$ cat src/hw/ntm_fixed_pkg.sv
`default_nettype none

// Fixed-point widths and series length
// Modules take these only as parameter defaults
package ntm_fixed_pkg;

  ////////////////////////////////////////
  // Word format
  ////////////////////////////////////////

  // Full word width of every data path
  localparam int DEFAULT_DATA_SIZE = 32;

  // Fraction bits of the unsigned fixed-point format
  localparam int DEFAULT_FRAC_SIZE = 16;

  ////////////////////////////////////////
  // Series
  ////////////////////////////////////////

  // Odd terms kept from the sinh Taylor series
  // x + x^3/3! + x^5/5! + x^7/7!
  localparam int DEFAULT_SERIES_TERMS = 4;

endpackage

`default_nettype wire

$ cat src/hw/ntm_ctrl_pkg.sv
`default_nettype none

// Controller state encodings
package ntm_ctrl_pkg;

  ////////////////////////////////////////
  // Vector element loop
  ////////////////////////////////////////

  typedef enum logic [1:0] {
    STARTER = 2'd0,  // Waiting for start and a length
    INPUT   = 2'd1,  // Waiting for the next element strobe
    ENDER   = 2'd2   // Waiting for the scalar result
  } vector_state_t;

  ////////////////////////////////////////
  // Scalar series sequencer
  ////////////////////////////////////////

  typedef enum logic [2:0] {
    IDLE       = 3'd0,
    SQUARE     = 3'd1,  // x2 = x * x
    MULTIPLY   = 3'd2,  // term * x2
    DIVIDE     = 3'd3,  // Divide by (2k)(2k+1)
    ACCUMULATE = 3'd4,
    REDUCE     = 3'd5,  // sum mod modulo
    DONE       = 3'd6
  } scalar_state_t;

endpackage

`default_nettype wire

$ cat src/hw/ntm_arith_ifs.sv
`timescale 1ns/10ps
`default_nettype none

// Sequential multiplier port bundle
interface ntm_multiply_if import ntm_fixed_pkg::*; #(
  parameter int DATA_SIZE = DEFAULT_DATA_SIZE
);
  logic                 start;
  logic                 ready;
  logic [DATA_SIZE-1:0] multiplicand;
  logic [DATA_SIZE-1:0] multiplier;
  logic [DATA_SIZE-1:0] product;

  modport requester(output start, multiplicand, multiplier, input ready, product);
  modport unit(input start, multiplicand, multiplier, output ready, product);
endinterface

// Sequential divider port bundle
interface ntm_divide_if import ntm_fixed_pkg::*; #(
  parameter int DATA_SIZE = DEFAULT_DATA_SIZE
);
  logic                 start;
  logic                 ready;
  logic [DATA_SIZE-1:0] dividend;
  logic [DATA_SIZE-1:0] divisor;
  logic [DATA_SIZE-1:0] quotient;
  logic [DATA_SIZE-1:0] remainder;

  modport requester(output start, dividend, divisor, input ready, quotient, remainder);
  modport unit(input start, dividend, divisor, output ready, quotient, remainder);
endinterface

`default_nettype wire

$ cat src/hw/ntm_fixed_multiplier.sv
`timescale 1ns/10ps
`default_nettype none

module ntm_fixed_multiplier import ntm_fixed_pkg::*; #(
  parameter int DATA_SIZE = DEFAULT_DATA_SIZE,
  parameter int FRAC_SIZE = DEFAULT_FRAC_SIZE
) (
  input logic          CLK,
  input logic          RST,
  ntm_multiply_if.unit mul
);

  localparam int CNT_W = $clog2(DATA_SIZE);
  localparam logic [CNT_W-1:0] LAST_STEP = CNT_W'(DATA_SIZE - 1);

  ////////////////////////////////////////
  // Signals
  ////////////////////////////////////////

  logic                   busy;
  logic [CNT_W-1:0]       step;
  // Double width running sum of partial products
  logic [2*DATA_SIZE-1:0] acc;
  // Multiplicand shifted left once per step
  logic [2*DATA_SIZE-1:0] addend;
  // Multiplier bits consumed LSB first
  logic [DATA_SIZE-1:0]   bits;

  ////////////////////////////////////////
  // Control
  ////////////////////////////////////////

  always_ff @(posedge CLK or posedge RST) begin
    if (RST) begin
      busy      <= 1'b0;
      step      <= '0;
      mul.ready <= 1'b0;
    end else begin
      mul.ready <= 1'b0;
      if (mul.start) begin
        busy <= 1'b1;
        step <= '0;
      end else if (busy) begin
        step <= step + 1'b1;
        // Last partial product lands on this edge
        if (step == LAST_STEP) begin
          busy      <= 1'b0;
          mul.ready <= 1'b1;
        end
      end
    end
  end

  ////////////////////////////////////////
  // Shift-add datapath
  ////////////////////////////////////////

  always_ff @(posedge CLK) begin
    if (mul.start) begin
      acc    <= '0;
      addend <= {{DATA_SIZE{1'b0}}, mul.multiplicand};
      bits   <= mul.multiplier;
    end else if (busy) begin
      if (bits[0]) begin
        acc <= acc + addend;
      end
      addend <= addend << 1;
      bits   <= bits >> 1;
    end
  end

  // Drop the fraction bits of the double width product
  assign mul.product = acc[FRAC_SIZE +: DATA_SIZE];

  // Requester must not restart while a result is being signalled
  a_no_ready_on_start: assert property (@(posedge CLK) disable iff (RST)
    mul.start |-> !mul.ready)
    else $error("multiplier ready high in start cycle");

endmodule

`default_nettype wire

$ cat src/hw/ntm_fixed_divider.sv
`timescale 1ns/10ps
`default_nettype none

module ntm_fixed_divider import ntm_fixed_pkg::*; #(
  parameter int DATA_SIZE = DEFAULT_DATA_SIZE
) (
  input logic        CLK,
  input logic        RST,
  ntm_divide_if.unit div
);

  localparam int CNT_W = $clog2(DATA_SIZE);
  localparam logic [CNT_W-1:0] LAST_STEP = CNT_W'(DATA_SIZE - 1);

  ////////////////////////////////////////
  // Signals
  ////////////////////////////////////////

  logic                 busy;
  logic [CNT_W-1:0]     step;
  logic [DATA_SIZE-1:0] divisor_q;
  // Dividend shifts out the top while quotient bits shift in
  logic [DATA_SIZE-1:0] quot_q;
  logic [DATA_SIZE-1:0] rem_q;
  // Partial remainder with the next dividend bit appended
  logic [DATA_SIZE:0]   trial;
  logic [DATA_SIZE:0]   diff;
  logic                 fits;

  ////////////////////////////////////////
  // Control
  ////////////////////////////////////////

  always_ff @(posedge CLK or posedge RST) begin
    if (RST) begin
      busy      <= 1'b0;
      step      <= '0;
      div.ready <= 1'b0;
    end else begin
      div.ready <= 1'b0;
      if (div.start) begin
        busy <= 1'b1;
        step <= '0;
      end else if (busy) begin
        step <= step + 1'b1;
        if (step == LAST_STEP) begin
          busy      <= 1'b0;
          div.ready <= 1'b1;
        end
      end
    end
  end

  ////////////////////////////////////////
  // Restoring division step
  ////////////////////////////////////////

  assign trial = {rem_q, quot_q[DATA_SIZE-1]};
  assign diff  = trial - {1'b0, divisor_q};
  assign fits  = (trial >= {1'b0, divisor_q});

  always_ff @(posedge CLK) begin
    if (div.start) begin
      divisor_q <= div.divisor;
      quot_q    <= div.dividend;
      rem_q     <= '0;
    end else if (busy) begin
      if (fits) begin
        rem_q  <= diff[DATA_SIZE-1:0];
        quot_q <= {quot_q[DATA_SIZE-2:0], 1'b1};
      end else begin
        // Restore by keeping the unsubtracted value
        rem_q  <= trial[DATA_SIZE-1:0];
        quot_q <= {quot_q[DATA_SIZE-2:0], 1'b0};
      end
    end
  end

  assign div.quotient  = quot_q;
  assign div.remainder = rem_q;

  // Series divisors and the host modulus must both be nonzero
  a_divisor_nonzero: assert property (@(posedge CLK) disable iff (RST)
    div.start |-> (div.divisor != '0))
    else $error("divider started with zero divisor");

endmodule

`default_nettype wire

$ cat src/hw/ntm_scalar_sinh_function.sv
`timescale 1ns/10ps
`default_nettype none

module ntm_scalar_sinh_function
  import ntm_fixed_pkg::*;
  import ntm_ctrl_pkg::*;
#(
  parameter int DATA_SIZE    = DEFAULT_DATA_SIZE,
  parameter int FRAC_SIZE    = DEFAULT_FRAC_SIZE,
  parameter int SERIES_TERMS = DEFAULT_SERIES_TERMS
) (
  input  logic                 CLK,
  input  logic                 RST,
  input  logic                 start,
  output logic                 ready,
  input  logic [DATA_SIZE-1:0] modulo_in,
  input  logic [DATA_SIZE-1:0] data_in,
  output logic [DATA_SIZE-1:0] data_out,
  ntm_multiply_if.requester    mul,
  ntm_divide_if.requester      div
);

  localparam int K_W = $clog2(SERIES_TERMS + 1);
  localparam logic [K_W-1:0] LAST_K = K_W'(SERIES_TERMS - 1);

  // Fraction must leave room for integer bits
  if (FRAC_SIZE >= DATA_SIZE || SERIES_TERMS < 1) begin : g_bad_params
    $error("ntm_scalar_sinh_function parameter out of range");
  end

  ////////////////////////////////////////
  // Signals
  ////////////////////////////////////////

  scalar_state_t        state;
  // Current odd term index
  logic [K_W-1:0]       k;
  logic [DATA_SIZE-1:0] k_word;
  // (2k)(2k+1) as integer divisor
  logic [DATA_SIZE-1:0] series_div;

  logic [DATA_SIZE-1:0] x;
  logic [DATA_SIZE-1:0] x2;
  logic [DATA_SIZE-1:0] term;
  logic [DATA_SIZE-1:0] sum;
  logic [DATA_SIZE-1:0] modulo;

  assign k_word     = DATA_SIZE'(k);
  assign series_div = (k_word << 1) * ((k_word << 1) + 1'b1);

  ////////////////////////////////////////
  // Sequencer
  ////////////////////////////////////////

  always_ff @(posedge CLK or posedge RST) begin
    if (RST) begin
      state     <= IDLE;
      k         <= '0;
      mul.start <= 1'b0;
      div.start <= 1'b0;
    end else begin
      // Unit starts are single cycle pulses
      mul.start <= 1'b0;
      div.start <= 1'b0;
      case (state)
        IDLE: begin
          if (start) begin
            mul.start <= 1'b1;
            state     <= SQUARE;
          end
        end
        SQUARE: begin
          if (mul.ready) begin
            k <= K_W'(1);
            if (SERIES_TERMS > 1) begin
              mul.start <= 1'b1;
              state     <= MULTIPLY;
            end else begin
              // Only x itself so go straight to reduction
              div.start <= 1'b1;
              state     <= REDUCE;
            end
          end
        end
        MULTIPLY: begin
          if (mul.ready) begin
            div.start <= 1'b1;
            state     <= DIVIDE;
          end
        end
        DIVIDE: begin
          if (div.ready) begin
            state <= ACCUMULATE;
          end
        end
        ACCUMULATE: begin
          if (k == LAST_K) begin
            div.start <= 1'b1;
            state     <= REDUCE;
          end else begin
            k         <= k + 1'b1;
            mul.start <= 1'b1;
            state     <= MULTIPLY;
          end
        end
        REDUCE: begin
          if (div.ready) begin
            state <= DONE;
          end
        end
        DONE: state <= IDLE;
        default: state <= IDLE;
      endcase
    end
  end

  ////////////////////////////////////////
  // Series datapath
  ////////////////////////////////////////

  always_ff @(posedge CLK) begin
    case (state)
      IDLE: begin
        if (start) begin
          x      <= data_in;
          modulo <= modulo_in;
        end
      end
      SQUARE: begin
        if (mul.ready) begin
          x2   <= mul.product;
          term <= x;
          sum  <= x;
        end
      end
      MULTIPLY: if (mul.ready) term <= mul.product;
      DIVIDE: if (div.ready) term <= div.quotient;
      // Wraparound add
      ACCUMULATE: sum <= sum + term;
      REDUCE: if (div.ready) data_out <= div.remainder;
      default: ;
    endcase
  end

  // Operand steering by phase
  assign mul.multiplicand = (state == SQUARE) ? x : term;
  assign mul.multiplier   = (state == SQUARE) ? x : x2;
  assign div.dividend     = (state == REDUCE) ? sum : term;
  assign div.divisor      = (state == REDUCE) ? modulo : series_div;

  assign ready = (state == DONE);

  // Vector controller waits for ready before the next element
  a_start_in_idle: assert property (@(posedge CLK) disable iff (RST)
    start |-> (state == IDLE))
    else $error("scalar start while busy");

endmodule

`default_nettype wire

$ cat src/hw/ntm_vector_sinh_function.sv
`timescale 1ns/10ps
`default_nettype none

module ntm_vector_sinh_function
  import ntm_fixed_pkg::*;
  import ntm_ctrl_pkg::*;
#(
  parameter int DATA_SIZE = DEFAULT_DATA_SIZE
) (
  input  logic                 CLK,
  input  logic                 RST,
  input  logic                 start,
  output logic                 ready,
  input  logic                 data_in_enable,
  output logic                 data_out_enable,
  input  logic [DATA_SIZE-1:0] size_in,
  input  logic [DATA_SIZE-1:0] modulo_in,
  input  logic [DATA_SIZE-1:0] data_in,
  output logic [DATA_SIZE-1:0] data_out,
  output logic                 scalar_start,
  input  logic                 scalar_ready,
  output logic [DATA_SIZE-1:0] scalar_modulo,
  output logic [DATA_SIZE-1:0] scalar_data,
  input  logic [DATA_SIZE-1:0] scalar_result
);

  ////////////////////////////////////////
  // Signals
  ////////////////////////////////////////

  vector_state_t        state;
  logic [DATA_SIZE-1:0] index;
  // Vector length held for the whole run
  logic [DATA_SIZE-1:0] size;

  ////////////////////////////////////////
  // Element loop
  ////////////////////////////////////////

  always_ff @(posedge CLK or posedge RST) begin
    if (RST) begin
      state           <= STARTER;
      index           <= '0;
      size            <= '0;
      ready           <= 1'b0;
      data_out_enable <= 1'b0;
      scalar_start    <= 1'b0;
      data_out        <= '0;
    end else begin
      // All strobes are one cycle
      ready           <= 1'b0;
      data_out_enable <= 1'b0;
      scalar_start    <= 1'b0;
      case (state)
        STARTER: begin
          if (start) begin
            size  <= size_in;
            index <= '0;
            state <= INPUT;
          end
        end
        INPUT: begin
          // Every element gets its own scalar run
          if (data_in_enable) begin
            scalar_start <= 1'b1;
            state        <= ENDER;
          end
        end
        ENDER: begin
          if (scalar_ready) begin
            data_out        <= scalar_result;
            data_out_enable <= 1'b1;
            if (index == size - 1'b1) begin
              // Last element so close the vector
              ready <= 1'b1;
              state <= STARTER;
            end else begin
              index <= index + 1'b1;
              state <= INPUT;
            end
          end
        end
        default: state <= STARTER;
      endcase
    end
  end

  // Element operands captured with the strobe
  always_ff @(posedge CLK) begin
    if (state == INPUT && data_in_enable) begin
      scalar_modulo <= modulo_in;
      scalar_data   <= data_in;
    end
  end

  // Zero length would never reach the last element
  a_size_nonzero: assert property (@(posedge CLK) disable iff (RST)
    (start && state == STARTER) |-> (size_in != '0))
    else $error("vector started with zero length");

endmodule

`default_nettype wire

$ cat src/hw/ntm_sinh_top.sv
`timescale 1ns/10ps
`default_nettype none

module ntm_sinh_top #(
  parameter int DATA_SIZE    = 32,
  parameter int FRAC_SIZE    = 16,
  parameter int SERIES_TERMS = 4
) (
  input  logic                 CLK,
  input  logic                 RST,
  input  logic                 start,
  input  logic [DATA_SIZE-1:0] size_in,
  input  logic [DATA_SIZE-1:0] modulo_in,
  input  logic [DATA_SIZE-1:0] data_in,
  input  logic                 data_in_enable,
  output logic                 ready,
  output logic                 data_out_enable,
  output logic [DATA_SIZE-1:0] data_out
);

  ////////////////////////////////////////
  // Internal links
  ////////////////////////////////////////

  logic                 scalar_start;
  logic                 scalar_ready;
  logic [DATA_SIZE-1:0] scalar_modulo;
  logic [DATA_SIZE-1:0] scalar_data;
  logic [DATA_SIZE-1:0] scalar_result;

  // Shared arithmetic buses
  ntm_multiply_if #(.DATA_SIZE(DATA_SIZE)) mul_if ();
  ntm_divide_if   #(.DATA_SIZE(DATA_SIZE)) div_if ();

  ////////////////////////////////////////
  // Instances
  ////////////////////////////////////////

  ntm_vector_sinh_function #(
    .DATA_SIZE(DATA_SIZE)
  ) u_vector (
    .CLK            (CLK),
    .RST            (RST),
    .start          (start),
    .ready          (ready),
    .data_in_enable (data_in_enable),
    .data_out_enable(data_out_enable),
    .size_in        (size_in),
    .modulo_in      (modulo_in),
    .data_in        (data_in),
    .data_out       (data_out),
    .scalar_start   (scalar_start),
    .scalar_ready   (scalar_ready),
    .scalar_modulo  (scalar_modulo),
    .scalar_data    (scalar_data),
    .scalar_result  (scalar_result)
  );

  ntm_scalar_sinh_function #(
    .DATA_SIZE   (DATA_SIZE),
    .FRAC_SIZE   (FRAC_SIZE),
    .SERIES_TERMS(SERIES_TERMS)
  ) u_scalar (
    .CLK      (CLK),
    .RST      (RST),
    .start    (scalar_start),
    .ready    (scalar_ready),
    .modulo_in(scalar_modulo),
    .data_in  (scalar_data),
    .data_out (scalar_result),
    .mul      (mul_if.requester),
    .div      (div_if.requester)
  );

  ntm_fixed_multiplier #(
    .DATA_SIZE(DATA_SIZE),
    .FRAC_SIZE(FRAC_SIZE)
  ) u_multiplier (
    .CLK(CLK),
    .RST(RST),
    .mul(mul_if.unit)
  );

  ntm_fixed_divider #(
    .DATA_SIZE(DATA_SIZE)
  ) u_divider (
    .CLK(CLK),
    .RST(RST),
    .div(div_if.unit)
  );

endmodule

`default_nettype wire

$ cat config.mk
export PLATFORM = sky130hd
export DESIGN_NAME = ntm_sinh_top
export DESIGN_NICKNAME = d
export VERILOG_FILES = /design/src/hw/ntm_fixed_pkg.sv /design/src/hw/ntm_ctrl_pkg.sv /design/src/hw/ntm_arith_ifs.sv /design/src/hw/ntm_fixed_multiplier.sv /design/src/hw/ntm_fixed_divider.sv /design/src/hw/ntm_scalar_sinh_function.sv /design/src/hw/ntm_vector_sinh_function.sv /design/src/hw/ntm_sinh_top.sv
export SDC_FILE = /design/constraint.sdc
export NUM_CORES = 1
export LEC_CHECK = 0
export ABC_AREA = 0
export BUFFER_PORTS_ARGS = -buffer_cell sky130_fd_sc_hd__clkbuf_2
export CAP_MARGIN = 10
export CORE_MARGIN = 5
export CORE_UTILIZATION = 50
export CTS_BUF_LIST = sky130_fd_sc_hd__clkbuf_8
export DETAILED_ROUTE_END_ITERATION = 12
export HOLD_SLACK_MARGIN = 0.1
export PLACE_DENSITY = 0.66
export SYNTH_ARGS = -nofsm -noshare
export SYNTH_HDL_FRONTEND = slang
export SYNTH_SLANG_ARGS = --single-unit
$ cat constraint.sdc
create_clock -name CLK -period 20.8 [get_ports CLK]
set_input_delay 5.2 -clock CLK [delete_from_list [all_inputs] [get_ports CLK]]
set_output_delay 5.2 -clock CLK [all_outputs]
set_load 0.01 [all_outputs]
==> metrics.md <==
| Metric | Value |
|---|---|
| Status | finished clean |
| Total routing resource utilization after global routing | 0.2267 |
| Worst Clk Skew | approximately 40 ps |
| CTS tree | done |
| Maximum frequency from static timing analysis | ~150 MHz |
| Total of endpoints with negative setup slack in the final report | 0 |
| Period Utilization, post-route | 0.3185 |
| Aggregate negative setup slack | 0 ps |
| Clock period minus final worst setup slack | between 6000 and 7000 ps |
| Post-route met1 wirelength | 34630 um |
| Area of the core | about 60000 um2 |
| Wire length on met2 | between 30000 and 40000 um |
| Reg power frac | 0.390 |
| Die Height | roughly 260 um |
| Number of maximum-capacitance constraint violations | 0 |
| Largest fanout on the critical path | between 40 and 50 |
| Worst reg2reg path startpoint | u_vector.size[0] |
| Seq/Total Area, Yosys | 0.5379 |
| Initial core utilization | 0.5072 |
| Number of different library cells in the post-synthesis netlist | between 80 and 90 |
| Amount of wire on met3 after detailed routing | approximately 3500 um |
| Clock network fraction of total power | 0.203 |
| Number of buffers added by the clock tree synthesis step | just under 100 |
| Gate power share | 0.407 |
| Share of synthesized cell area in full adder, half adder and majority cells | 0.05269 |
| Worst Reg-to-Reg Cells | 12 |
| Buffers inserted by post-CTS timing repair | 0 |
| Number of flip-flops and latches in the synthesized netlist | between 600 and 700 |
| Pin count of the biggest net entering global routing | 92 |
| Clock transition at the registers of the reported paths | 60 ps |
| Worst path cell trace | clkbuf_2 -> or3b_2 -> nor3_1 -> a31oi_1 -> or4_1 -> nand2_1 |
| Routed via count | 22740 |
| Dominant register cell in the synthesized netlist | sky130_fd_sc_hd__edfxtp_1 |
| Cell with the largest stage delay on the worst path | sky130_fd_sc_hd__or3b_2 |
| Share of cells above drive strength 1 | 0.1171 |
| Final worst setup slack | roughly 14000 ps |
| Placement-stage worst setup slack | approximately 13000 ps |
| Routed wire length | about 77000 um |
| Number of buffer cells added on primary ports | about 130 |
| Pwr/cell area | 142.2 nW/um2 |
| Proportion of total power due to net switching | 0.3943 |
| Worst Hold Margin | between 400 and 500 ps |
| Worst min-delay path endpoint | u_scalar.modulo[17] |
| Synthesized area per cell | slightly above 10 um2 |
| Max transition margin | 0.3039 |
| Net count of the mapped netlist | approximately 3200 |
| Cell class contributing the biggest share of worst-path delay | simple AND/OR/NAND/NOR gates |
| Drt pass-1 iters | 5 |
| Max-slew violation total from the final report | 0 |
| Clock network latency to the later pin of the worst-skew pair | slightly above 700 ps |
| Simple logic cell fraction of the synthesized area | 0.1519 |
| Remaining global-route overflow | 0 |
| Hold Path Class | reg2reg |
| Peak ir drop on the vdd network | around 0.087 mV |
| Synthesized instance count | a little under 3000 |
| Initial DRC Count | ~1800 |
| GP Congestion | around 0.9 |
| First-pass GRT wire length | 121700 um |
| Worst-margin pin slew | ~1000 ps |
| Fraction of registers with async set/reset | 0.2040 |
| Worst path bufs/invs | 1 |
| Total leakage power | roughly 14 nW |
| Final core utilization | 0.5598 |
| Htree depth | 3 |
| Number of placed I/O pins | about 130 |
| Longest individual stage delay on the worst path | about 830 ps |
| Maximum count of clock buffers along a single path | 3 |
| Die width | approximately 260 um |
| Area fraction in compound gates after synthesis | 0.1473 |
| Fraction of synthesized cell area in xor and xnor cells | 0.04190 |
| WP data arrival | between 7000 and 8000 ps |
| Resized cells post-CTS | 0 |
| WHS Path Cells | 0 |
| EDFF count, synth | 384 |
| Startpoint of the most critical hold path | u_vector.scalar_modulo[17] |
| Unrepaired setup endpoints after global routing | false |
| Area of the mapped netlist | 30730 um2 |
| ANT nets after route | 0 |
| Power Internal | 2.920 mW |
| Via count of the first global-routing pass | roughly 22000 |
| Number of buffers inserted for hold repair after clock tree synthesis | 0 |
| Warnings, synthesis | 0 |
| Switching power | 1.901 mW |
| Critical path endpoint category | flip-flop |
| Multiplexer fraction of the synthesized cell area | 0.03766 |
| Antenna violations before repair | 1 |
| Critical path type | in2reg |
| Die outline area | 66520 um2 |
| Number of sinks on the clock net | 603 |
| DR WL/cell | roughly 20 um |
| Endpoint required time on the critical path | between 20000 and 25000 ps |
| Largest family of logic cells by synthesized area | simple AND/OR/NAND/NOR gates |
| Area growth syn-to-layout | 10.35% |
| Worst reg-to-reg setup slack | ~16000 ps |
| Row Count | 90 |
| Type of origin of the critical path | input pin |
| Top layer used by detailed routing | met4 |
| Drt drc | 0 |
| End of the worst register-to-register path | u_vector.index[14] |
| Hold Violations, Final | 0 |
| Half-perimeter wire length after placement | approximately 54000 um |
| Root buffer selected by CTS | sky130_fd_sc_hd__clkbuf_8 |
| Vias per Instance | about 5.8 |
| Post-layout nets | between 3000 and 4000 |
-- registers in the layout, indices dropped and copies added, names as in the netlist, 5 cells and up --
| signal | cells |
|---|---|
| u_scalar.x | 32 |
| u_scalar.x2 | 32 |
| u_divider.divisor_q | 32 |
| u_vector.size | 32 |
| u_multiplier.addend | 48 |
| u_vector.scalar_modulo | 32 |
| u_scalar.modulo | 32 |
| u_divider.div.remainder | 32 |
| u_divider.div.quotient | 32 |
| u_divider.step | 5 |
| u_vector.data_out | 32 |
| u_multiplier.step | 5 |
| u_scalar.data_out | 32 |
| u_scalar.term | 32 |
| u_multiplier.acc | 48 |
| u_scalar.sum | 32 |
| u_vector.scalar_data | 32 |
| u_vector.index | 32 |
| u_multiplier.bits | 32 |
-- placed cells by master (no fill, tap or decap), drive strengths merged, types with 9 or more instances in the layout --
master,instances
a31oi,52
nor4,17
a21oi,294
clkinv,28
and3,24
a21o,74
o211ai,13
nand2,387
o21ai,139
xor2,67
ha,123
nor2,264
mux2i,74
or3,23
mux2,37
clkbuf,242
o22ai,11
xnor2,80
nand4,21
dfrtp,123
nand3b,9
or4,13
o31ai,18
buf,27
nor3b,14
nand3,47
a211oi,36
inv,133
o21a,18
o21bai,18
and2,67
dfxtp,96
edfxtp,384
nand2b,31
nor3,33
nor2b,22
-- cell type report --
type	instances	area, um2
fillers	5287	26670
well taps	782	978.4
flip-flops and latches	603	16540
diodes	1	2.502
repair buffers	160	868.3
inverters	88	332.8
clock buffers	109	1500
clock inverters	76	375.4
multi-input cells	2124	13310
-- cell usage after synthesis (all sizes together), types with 21 or more instances --
cell,count,area (um2)
a21o,74,556.8
a21oi,294,1483
a31oi,52,325.3
o21ai,139,695.7
clkbuf,127,476.7
nor2,264,991.0
nand4,21,131.4
xor2,67,586.8
nand3,47,235.2
xnor2,80,700.7
nor2b,22,137.6
nand2,387,1453
ha,123,1539
and3,24,150.1
dfrtp,123,3078
nand2b,31,193.9
and2,67,419.2
mux2i,74,740.7
nor3,33,170.2
mux2,37,416.7
inv,88,330.3
a211oi,36,270.3
edfxtp,384,11530
dfxtp,96,1922
or3,23,145.1
-- through the flow --
step                      cells  cell area (um2)  power [mW]
after floorplan            2960            30730       3.346
after global placement     3757            32030       3.789
after detailed placement   3757            32030       3.847
after CTS                  3942            33910       4.842
after global routing       3943            33910       5.163
final                      3943            33910       4.821
-- how the worst max path moves through the flow --
stage	start	end	slack, ps	depth (start not counted)
2_1_floorplan	RST	u_divider.busy	12330	1
3_3_place_gp	start	u_vector.index[18]	13540	6
3_5_place_dp	start	u_vector.index[14]	13460	6
4_1_cts	start	u_vector.index[14]	14200	6
5_1_grt	start	u_vector.index[12]	13880	6
6_report	start	u_vector.index[18]	14170	6
-- power by group through the flow --
stage               registers [mW]  clock network [mW]  logic (mW)
finish                        1.88               0.977        1.96
global route                  1.91                1.06        2.19
CTS                           1.88                1.00        1.96
detailed placement            1.90                   0        1.95
global placement              1.90                   0        1.89
floorplan                     1.77                   0        1.58
-- routing by layer --
| layer | track usage | vias up |
|---|---|---|
| met2 | 0.3769 | 599 |
| met3 | 0.03488 | 145 |
| met5 | 0 | - |
| met4 | 0.07654 | 0 |
| met1 | 0.3067 | 11040 |
| li1 | - | 10950 |
-- kinds of logic after synthesis --
kind of cell               after synthesis
and+or+nand+nor                        998
DFF                                    603
adders and majority gates              127
muxes                                  111
AOI/OAI and AO/OA                      741
xor gates and xnor gates               147
buffers and inverters                  233
(Power assumes the default switching activity.)
